## src/logic/sampler_pkg.sv

```systemverilog
// Sampler shared definitions
package sampler_pkg;

  localparam int ENTROPY_W     = 64;
  localparam int COEFF_W       = 12;
  localparam int MLKEM_Q       = 3329;
  localparam int COEFF_PER_CLK = 4;
  localparam int NUM_BEATS     = 64;
  localparam int ADDR_W        = 8;

  // gearbox output rates per mode
  localparam int REJ_RATE      = 48;
  localparam int CBD_RATE      = 16;
  localparam int PISO_BUF_W    = 112;

  typedef enum logic [1:0] {
    SAMPLER_NONE = 2'd0,
    SAMPLER_REJ  = 2'd1,
    SAMPLER_CBD  = 2'd2
  } sampler_mode_e;

  typedef struct packed {
    sampler_mode_e     mode;
    logic [ADDR_W-1:0] dest_base;
  } sampler_cfg_t;

  // lane 0 in the low bits
  typedef logic [COEFF_PER_CLK-1:0][COEFF_W-1:0] coeff_vec_t;

  typedef struct packed {
    logic [ADDR_W-1:0] addr;
    coeff_vec_t        data;
  } mem_wr_t;

  // eta = 2 pair with a in the low field
  typedef struct packed {
    logic [1:0] b;
    logic [1:0] a;
  } cbd_pair_t;

  typedef struct packed {
    logic [REJ_RATE-CBD_RATE-1:0]       rsvd;
    cbd_pair_t [COEFF_PER_CLK-1:0]      pair;
  } cbd_view_t;

  // one gearbox word read as rejection candidates or as cbd pairs
  typedef union packed {
    coeff_vec_t rej;
    cbd_view_t  cbd;
  } piso_word_u;

  typedef struct packed {
    logic piso;
    logic rej;
    logic cbd;
  } zeroize_t;

endpackage

```

## src/logic/sampler_ctrl.sv

```systemverilog
// Sampler control FSM
module sampler_ctrl (
  input  logic                          clk,
  input  logic                          rst_b,
  input  logic                          zeroize_i,
  input  logic                          start_i,
  input  sampler_pkg::sampler_cfg_t     cfg_i,
  input  logic                          beat_acc_i,
  output sampler_pkg::sampler_mode_e    mode_o,
  output logic [sampler_pkg::ADDR_W-1:0] addr_o,
  output logic                          busy_o,
  output logic                          done_o,
  output sampler_pkg::zeroize_t         zero_o
);
  import sampler_pkg::*;

  typedef enum logic [1:0] {
    CTRL_IDLE,
    CTRL_RUN,
    CTRL_DONE
  } ctrl_state_e;

  ctrl_state_e                  state_q, state_d;
  sampler_cfg_t                 cfg_q;
  logic [$clog2(NUM_BEATS)-1:0] beat_cnt_q;
  logic [ADDR_W-1:0]            addr_q;
  logic                         start_acc;
  logic                         last_beat;

  assign start_acc = start_i & (state_q == CTRL_IDLE);
  assign last_beat = beat_acc_i & (beat_cnt_q == NUM_BEATS - 1);

  always_comb begin
    state_d = state_q;
    unique case (state_q)
      CTRL_IDLE: if (start_i) state_d = CTRL_RUN;
      CTRL_RUN:  if (last_beat) state_d = CTRL_DONE;
      CTRL_DONE: state_d = CTRL_IDLE;
      default:   state_d = CTRL_IDLE;
    endcase
  end

  always_ff @(posedge clk or negedge rst_b) begin
    if (!rst_b) begin
      state_q    <= CTRL_IDLE;
      cfg_q      <= '0;
      beat_cnt_q <= '0;
      addr_q     <= '0;
    end else if (zeroize_i) begin
      state_q    <= CTRL_IDLE;
      cfg_q      <= '0;
      beat_cnt_q <= '0;
      addr_q     <= '0;
    end else begin
      state_q <= state_d;
      if (start_acc) begin
        cfg_q      <= cfg_i;
        beat_cnt_q <= '0;
        addr_q     <= cfg_i.dest_base;
      end else if (beat_acc_i) begin
        // address wraps at 256
        beat_cnt_q <= beat_cnt_q + 1'b1;
        addr_q     <= addr_q + 1'b1;
      end
    end
  end

  // samplers only see a mode while running
  assign mode_o = (state_q == CTRL_RUN) ? cfg_q.mode : SAMPLER_NONE;
  assign addr_o = addr_q;
  assign busy_o = start_i | (state_q != CTRL_IDLE);
  assign done_o = (state_q == CTRL_DONE);

  // done flushes the gearbox and the active sampler
  assign zero_o.piso = zeroize_i | done_o;
  assign zero_o.rej  = zeroize_i | (done_o & (cfg_q.mode == SAMPLER_REJ));
  assign zero_o.cbd  = zeroize_i | (done_o & (cfg_q.mode == SAMPLER_CBD));

endmodule

```

## src/logic/sampler_piso.sv

```systemverilog
// Multi-rate entropy gearbox
module sampler_piso (
  input  logic                              clk,
  input  logic                              rst_b,
  input  logic                              clear_i,
  input  sampler_pkg::sampler_mode_e        mode_i,
  input  logic                              valid_i,
  input  logic [sampler_pkg::ENTROPY_W-1:0] data_i,
  output logic                              hold_o,
  output logic                              valid_o,
  output sampler_pkg::piso_word_u           word_o,
  input  logic                              hold_i
);
  import sampler_pkg::*;

  typedef logic [$clog2(PISO_BUF_W+1)-1:0] fill_t;

  logic [PISO_BUF_W-1:0] buf_q, buf_d;
  logic [PISO_BUF_W-1:0] buf_shift;
  logic [PISO_BUF_W-1:0] keep_mask;
  fill_t                 fill_q, fill_d;
  fill_t                 fill_shift;
  fill_t                 rate;
  fill_t                 shift_w;
  logic                  valid_q;
  logic                  in_acc;
  logic                  out_acc;

  assign rate = (mode_i == SAMPLER_CBD) ? fill_t'(CBD_RATE) : fill_t'(REJ_RATE);

  // room for one more word needed
  assign hold_o  = (fill_q > fill_t'(PISO_BUF_W - ENTROPY_W));
  assign in_acc  = valid_i & ~hold_o;
  assign out_acc = valid_q & ~hold_i;

  always_comb begin
    shift_w    = out_acc ? rate : '0;
    buf_shift  = buf_q >> shift_w;
    fill_shift = fill_q - shift_w;
    keep_mask  = ~({PISO_BUF_W{1'b1}} << fill_shift);
    buf_d      = buf_shift;
    fill_d     = fill_shift;
    if (in_acc) begin
      // new word lands just above the remaining bits
      buf_d  = (buf_shift & keep_mask) | (PISO_BUF_W'(data_i) << fill_shift);
      fill_d = fill_shift + fill_t'(ENTROPY_W);
    end
  end

  always_ff @(posedge clk) begin
    buf_q <= buf_d;
  end

  always_ff @(posedge clk or negedge rst_b) begin
    if (!rst_b) begin
      fill_q  <= '0;
      valid_q <= 1'b0;
    end else if (clear_i) begin
      fill_q  <= '0;
      valid_q <= 1'b0;
    end else begin
      fill_q  <= fill_d;
      valid_q <= (fill_d >= rate);
    end
  end

  assign valid_o = valid_q;

  always_comb begin
    word_o = buf_q[REJ_RATE-1:0];
    // cbd uses only the low field
    if (mode_i == SAMPLER_CBD) begin
      word_o.cbd.rsvd = '0;
    end
  end

endmodule

```

## src/logic/rej_sampler.sv

```systemverilog
// Uniform rejection sampler
module rej_sampler (
  input  logic                    clk,
  input  logic                    rst_b,
  input  logic                    clear_i,
  input  logic                    valid_i,
  input  sampler_pkg::piso_word_u word_i,
  output logic                    hold_o,
  output logic                    valid_o,
  output sampler_pkg::coeff_vec_t data_o,
  input  logic                    hold_i
);
  import sampler_pkg::*;

  logic [6:0][COEFF_W-1:0]   buf_q, buf_d;
  logic [2:0]                cnt_q, cnt_d;
  logic [COEFF_PER_CLK-1:0]  cand_ok;
  coeff_vec_t                data_q;
  logic                      valid_q;
  logic                      pop;
  logic                      in_acc;

  always_comb begin
    for (int i = 0; i < COEFF_PER_CLK; i++) begin
      cand_ok[i] = (word_i.rej[i] < MLKEM_Q);
    end
  end

  // move four out whenever the output slot frees up
  assign pop    = (cnt_q >= 3'd4) & (~valid_q | ~hold_i);
  assign hold_o = (cnt_q >= 3'd4) & valid_q & hold_i;
  assign in_acc = valid_i & ~hold_o;

  always_comb begin
    logic [2:0] wr_idx;
    buf_d  = buf_q;
    wr_idx = cnt_q;
    if (pop) begin
      for (int i = 0; i < 3; i++) begin
        buf_d[i] = buf_q[i+4];
      end
      wr_idx = cnt_q - 3'd4;
    end
    // append accepted candidates in stream order
    if (in_acc) begin
      for (int i = 0; i < COEFF_PER_CLK; i++) begin
        if (cand_ok[i]) begin
          buf_d[wr_idx] = word_i.rej[i];
          wr_idx        = wr_idx + 3'd1;
        end
      end
    end
    cnt_d = wr_idx;
  end

  always_ff @(posedge clk) begin
    buf_q <= buf_d;
    if (pop) begin
      data_q <= buf_q[3:0];
    end
  end

  always_ff @(posedge clk or negedge rst_b) begin
    if (!rst_b) begin
      cnt_q   <= '0;
      valid_q <= 1'b0;
    end else if (clear_i) begin
      cnt_q   <= '0;
      valid_q <= 1'b0;
    end else begin
      cnt_q   <= cnt_d;
      valid_q <= pop | (valid_q & hold_i);
    end
  end

  assign valid_o = valid_q;
  assign data_o  = data_q;

endmodule

```

## src/logic/cbd_sampler.sv

```systemverilog
// Centered binomial sampler
module cbd_sampler (
  input  logic                    clk,
  input  logic                    rst_b,
  input  logic                    clear_i,
  input  logic                    valid_i,
  input  sampler_pkg::piso_word_u word_i,
  output logic                    hold_o,
  output logic                    valid_o,
  output sampler_pkg::coeff_vec_t data_o,
  input  logic                    hold_i
);
  import sampler_pkg::*;

  coeff_vec_t coeff;
  coeff_vec_t data_q;
  logic       valid_q;
  logic       in_acc;

  always_comb begin
    logic [1:0] pc_a;
    logic [1:0] pc_b;
    for (int i = 0; i < COEFF_PER_CLK; i++) begin
      pc_a = word_i.cbd.pair[i].a[0] + word_i.cbd.pair[i].a[1];
      pc_b = word_i.cbd.pair[i].b[0] + word_i.cbd.pair[i].b[1];
      // negative results wrap to q - |x|
      if (pc_a >= pc_b) begin
        coeff[i] = COEFF_W'(pc_a - pc_b);
      end else begin
        coeff[i] = COEFF_W'(MLKEM_Q) - COEFF_W'(pc_b - pc_a);
      end
    end
  end

  assign hold_o = valid_q & hold_i;
  assign in_acc = valid_i & ~hold_o;

  always_ff @(posedge clk) begin
    if (in_acc) begin
      data_q <= coeff;
    end
  end

  always_ff @(posedge clk or negedge rst_b) begin
    if (!rst_b) begin
      valid_q <= 1'b0;
    end else if (clear_i) begin
      valid_q <= 1'b0;
    end else begin
      valid_q <= in_acc | (valid_q & hold_i);
    end
  end

  assign valid_o = valid_q;
  assign data_o  = data_q;

endmodule

```

## src/logic/sampler_top.sv

```systemverilog
// Polynomial coefficient sampler
module sampler_top (
  input  logic                              clk,
  input  logic                              rst_b,
  input  logic                              zeroize_i,
  input  logic                              start_i,
  input  sampler_pkg::sampler_cfg_t         cfg_i,
  input  logic                              entropy_valid_i,
  input  logic [sampler_pkg::ENTROPY_W-1:0] entropy_data_i,
  output logic                              entropy_hold_o,
  output logic                              mem_wr_valid_o,
  output sampler_pkg::mem_wr_t              mem_wr_o,
  input  logic                              mem_wr_hold_i,
  output logic                              busy_o,
  output logic                              done_o
);
  import sampler_pkg::*;

  sampler_mode_e     mode;
  logic [ADDR_W-1:0] addr;
  zeroize_t          zero;
  logic              beat_acc;
  logic              run;

  logic              piso_in_valid, piso_in_hold;
  logic              piso_valid, piso_hold;
  piso_word_u        piso_word;

  logic              rej_in_valid, rej_in_hold, rej_out_hold;
  logic              rej_valid;
  coeff_vec_t        rej_data;
  logic              cbd_in_valid, cbd_in_hold, cbd_out_hold;
  logic              cbd_valid;
  coeff_vec_t        cbd_data;

  sampler_ctrl u_ctrl (
    .clk        (clk),
    .rst_b      (rst_b),
    .zeroize_i  (zeroize_i),
    .start_i    (start_i),
    .cfg_i      (cfg_i),
    .beat_acc_i (beat_acc),
    .mode_o     (mode),
    .addr_o     (addr),
    .busy_o     (busy_o),
    .done_o     (done_o),
    .zero_o     (zero)
  );

  // entropy only flows while a sampler is running
  assign run            = busy_o & (mode != SAMPLER_NONE);
  assign entropy_hold_o = ~run | piso_in_hold;
  assign piso_in_valid  = entropy_valid_i & run;

  sampler_piso u_piso (
    .clk     (clk),
    .rst_b   (rst_b),
    .clear_i (zero.piso),
    .mode_i  (mode),
    .valid_i (piso_in_valid),
    .data_i  (entropy_data_i),
    .hold_o  (piso_in_hold),
    .valid_o (piso_valid),
    .word_o  (piso_word),
    .hold_i  (piso_hold)
  );

  assign rej_in_valid = piso_valid & (mode == SAMPLER_REJ);
  assign cbd_in_valid = piso_valid & (mode == SAMPLER_CBD);
  assign piso_hold    = ((mode == SAMPLER_REJ) & rej_in_hold) |
                        ((mode == SAMPLER_CBD) & cbd_in_hold) |
                        (mode == SAMPLER_NONE);

  // unselected sampler is stalled
  assign rej_out_hold = mem_wr_hold_i | (mode != SAMPLER_REJ);
  assign cbd_out_hold = mem_wr_hold_i | (mode != SAMPLER_CBD);

  rej_sampler u_rej (
    .clk     (clk),
    .rst_b   (rst_b),
    .clear_i (zero.rej),
    .valid_i (rej_in_valid),
    .word_i  (piso_word),
    .hold_o  (rej_in_hold),
    .valid_o (rej_valid),
    .data_o  (rej_data),
    .hold_i  (rej_out_hold)
  );

  cbd_sampler u_cbd (
    .clk     (clk),
    .rst_b   (rst_b),
    .clear_i (zero.cbd),
    .valid_i (cbd_in_valid),
    .word_i  (piso_word),
    .hold_o  (cbd_in_hold),
    .valid_o (cbd_valid),
    .data_o  (cbd_data),
    .hold_i  (cbd_out_hold)
  );

  always_comb begin
    mem_wr_valid_o = 1'b0;
    mem_wr_o.addr  = addr;
    mem_wr_o.data  = '0;
    unique case (mode)
      SAMPLER_REJ: begin
        mem_wr_valid_o = rej_valid;
        mem_wr_o.data  = rej_data;
      end
      SAMPLER_CBD: begin
        mem_wr_valid_o = cbd_valid;
        mem_wr_o.data  = cbd_data;
      end
      default: begin
        mem_wr_valid_o = 1'b0;
      end
    endcase
  end

  assign beat_acc = mem_wr_valid_o & ~mem_wr_hold_i;

endmodule

```

## config.mk

```make
export PLATFORM = sky130hd
export DESIGN_NAME = sampler_top
export DESIGN_NICKNAME = d
export VERILOG_FILES = /design/src/logic/sampler_pkg.sv /design/src/logic/sampler_ctrl.sv /design/src/logic/sampler_piso.sv /design/src/logic/rej_sampler.sv /design/src/logic/cbd_sampler.sv /design/src/logic/sampler_top.sv
export SDC_FILE = /design/constraint.sdc
export NUM_CORES = 1
export LEC_CHECK = 0
export BUFFER_PORTS_ARGS = -buffer_cell sky130_fd_sc_hd__buf_4
export CORE_ASPECT_RATIO = 1.5
export CORE_MARGIN = 4
export CORE_UTILIZATION = 55
export DETAILED_ROUTE_END_ITERATION = 7
export HOLD_SLACK_MARGIN = 0.05
export PLACE_DENSITY_LB_ADDON = 0.1
export SLEW_MARGIN = 10
export SYNTH_ARGS = -nofsm -noshare
export SYNTH_HDL_FRONTEND = slang
export SYNTH_HIERARCHICAL = 1
export SYNTH_SLANG_ARGS = --single-unit
```

## constraint.sdc

```tcl
create_clock -name clk -period 7.35 [get_ports clk]
set_clock_uncertainty 0.1 [all_clocks]
set_input_delay 0.735 -clock clk [delete_from_list [all_inputs] [get_ports clk]]
set_output_delay 0.735 -clock clk [all_outputs]
set_load 0.02 [all_outputs]
```

==> impl_metrics.yaml <==
worst_setup_path:
  end_kind: "flop"
  arrival_ns: 5.97
  crit_family: "simple AND/OR/NAND/NOR gates"
  cpPeakStageDelay_ns: 0.66
  crit_buf_inv: 2
  cp_max_fo: 21
  path_common_cell: "nor2_1"
  slowest_stage: "nand4_1"
  crit_chain: "nor2b_1, inv_1, nor2_1, nand2b_2, and2_1, or4_1, o21ai_2, a21oi_1, buf_4, xnor3_1, ha_1, and2_0, a31oi_1, xor2_1, xnor2_2, nand4_1, nor2_1, a221oi_1"
  crit_cells: 18
  crit_required_ns: 7.66
  start_kind: "flop"
  worstSetupPathType: "reg2reg"
  r2r_cells: 18
place:
  gp_congestion: 0.9512
  port_buffers: 139
  dp_hpwl_mm: 44.54
global_routing:
  track_usage: 0.3112
  grt_max_degree: 116
  antenna_found_initial: 1
  grt_pass1_vias: 16840
  grt_first_pass_wirelength_mm: 97.94
  gr-total-overflow: 0
timing:
  fmax_ghz: 0.1768
  maxSlewViolCount: 0
  rsz0062_at_grt: "false"
  hold_viol: 0
  setup_viol: 0
  tightest_slew_ns: 1.169
  period_minus_slack_ns: 5.655
  fin_crit_sh: 0.7694
  relSlewSlack: 0.2182
  fin_setup_tns_ns: 0
clock_network:
  ctsResizeCount: 0
  cts-hold-fix-buffers: 1
  root_buffer: "clkbuf_16"
  cts_buffers: 30
  cts_sinks: 299
  clk_pin_slew_worst_paths_ns: 0.07
  cts_tree: "built"
  h-tree-depth: 1
  clock_path_buffers: 3
  cts_setup_buffers: 0
  clk_latency_ns: 0.58
die:
  die_w_um: 164.9
  core_um2: 36590
  start_util: 0.5554
  io_pins: 140
  die_h_um: 243.4
  die-area_um2: 40150
  row_count: 86
detailed_routing:
  firstDrtPassIters: 6
  wl_per_cell_um: 23.72
  vias_per_cell: 6.377
  drt_iter0_drc: 1424
  vias: 17370
  remaining_drc_errors: 0
  finalWirelength_mm: 64.61
  drtAntennaViolNets: 0
synth:
  synth_top_area_frac: 0.1833
  yosysTopAreaCell: "edfxtp_1"
  yosys_most_used_dff: "dfxtp_1"
  ys_warn_count: 6
  async_flop_share: 0.09030
  synthMuxAreaShare: 0.1818
  ys_top_cells_by_area: "edfxtp_1 18%, dfxtp_1 15%, mux2i_1 9.9%"
  synth_edf_count: 124
  synth_adder_area_share: 0.03054
  synth_area_um2: 20320
  yosysSeqAreaShare: 0.3623
  syn_inst: 2208
  synthSimpleGateAreaFrac: 0.1708
  synth_nets: 2334
  synth_compound_area_frac: 0.1729
  synth-xor-area-share: 0.01367
  ys_ff_latch: 299
  synth_area_per_cell_um2: 9.203
  synth_top_family_by_area: "multiplexers"
  synth_cell_types: 89
power_and_ir_drop:
  power.leakage_nw: 9.025
  fin_total_pwr_mw: 6.627
  ir_worst_vdd_v: 0.0002152
  power_density_nw_per_um2: 297.2
hold_path:
  whs_path_depth: 3
  hold_class: "in2reg"
final_layout:
  diodes: 0
  drive_gt1_frac: 0.2045
  area_delta_synth_final_pct: 9.723
  fin_nets: 2342
run_status:
  outcome: "finished clean"
job:
  max_cap_violations: 0
==> state kept, by name, indices dropped and copies added (netlist names), 3 cells and up <==
register and count:
u_cbd/data_o 28, u_ctrl/addr_o 8, u_ctrl/beat_cnt_q 6, u_piso/buf_q 112, u_piso/fill_q 3, u_rej/buf_q 84, u_rej/cnt_q 3, u_rej/data_o 48
==> worst paths after layout <==
check                                              startpoint                          endpoint  slack, ns
worst min register to register        u_rej/buf_q[18]$_DFF_P_        u_rej/data_o[18]$_DFFE_PP_       0.33
min in group asynchronous                               rst_b  u_ctrl/beat_cnt_q[3]$_DFFE_PN0P_       0.51
max in group asynchronous                               rst_b        u_rej/cnt_q[0]$_DFFE_PN0P_       6.36
worst max-delay path            u_ctrl/state_q[1]$_DFFE_PN0P_           u_rej/buf_q[24]$_DFF_P_       1.69
worst min-delay path                                 cfg_i[9]       u_ctrl/cfg_q[9]$_DFFE_PN0P_       0.30
worst max register to register  u_ctrl/state_q[1]$_DFFE_PN0P_           u_rej/buf_q[24]$_DFF_P_       1.69
==> stage by stage <==
stage	setup WS (ns)	utilization	hold WS, ns	instance area (µm²)	cells
floorplan	2.408	-	0.3076	20320	2208
global placement	1.954	0.5804	0.3143	21230	2667
detailed placement	1.733	0.5804	0.3157	21230	2667
CTS	1.676	0.6094	0.2853	22300	2724
global route	1.129	0.6094	0.2984	22300	2724
finish	1.695	0.6094	0.3048	22300	2724
==> area by class of cell <==
cell class / instances / area, µm²
Fill cell: 3188 / 14290
Multi-Input combinational cell: 1644 / 11650
Sequential cell: 299 / 7362
Timing Repair Buffer: 189 / 1434
Clock buffer: 35 / 800.8
Tap cell: 484 / 605.6
Clock inverter: 21 / 251.5
Inverter: 52 / 195.2
==> cells in the final DEF (no fill, tap or decap), drive strengths merged, types with 16 or more instances in the layout <==
cell	n
dfrtp	27
ha	40
inv	52
nand4	21
nand3	19
o22ai	51
a22oi	68
o32ai	22
a21o	16
edfxtp	124
nand2	212
o21ai	110
nor2b	54
a221oi	36
and2	42
mux2	149
a21oi	126
dfxtp	148
mux2i	201
a31oi	19
and3	77
clkbuf	35
nor2	218
nor3	16
buf	188
==> synth_stat cells (all sizes together), types with 42 or more instances <==
cell,n
nor2,218
nand2,212
mux2i,201
mux2,149
dfxtp,148
buf,137
a21oi,126
edfxtp,124
o21ai,110
and3,77
clkbuf,76
a22oi,68
nor2b,54
inv,52
o22ai,51
and2,42
==> per-layer routing <==
| layer | up-vias | global-route usage | part of all wire |
|---|---|---|---|
| li1 | 8028 | - | - |
| met1 | 8463 | 0.3788 | 0.39 |
| met2 | 705 | 0.5386 | 0.50 |
| met3 | 172 | 0.04079 | 0.064 |
| met4 | 2 | 0.1488 | 0.053 |
| met5 | - | 0 | 0.00017 |
==> tightest hold or removal path: cells and delay by family <==
family | cells | cell delay [ns]
mux | 1 | 0.05
buf+inv | 1 | 0.08
simple gates | 1 | 0.08
==> power breakdown <==
part	switching [mW]	total, mW	internal, mW
Sequential	0.237	2.31	2.07
Clock	0.697	1.66	0.958
Combinational	1.68	2.66	0.985
Total	2.61	6.63	4.01
==> cell families (layout without fill, tap and decap cells) <==
kind of cell    after synthesis  after routing
simple gates                706            706
flops                       299            299
mux                         350            350
buf+inv                     265            297
compound gates              517            517
xor+xnor                     25             25
fa+ha+maj                    46             46
Power figures use the tool's default switching activity.
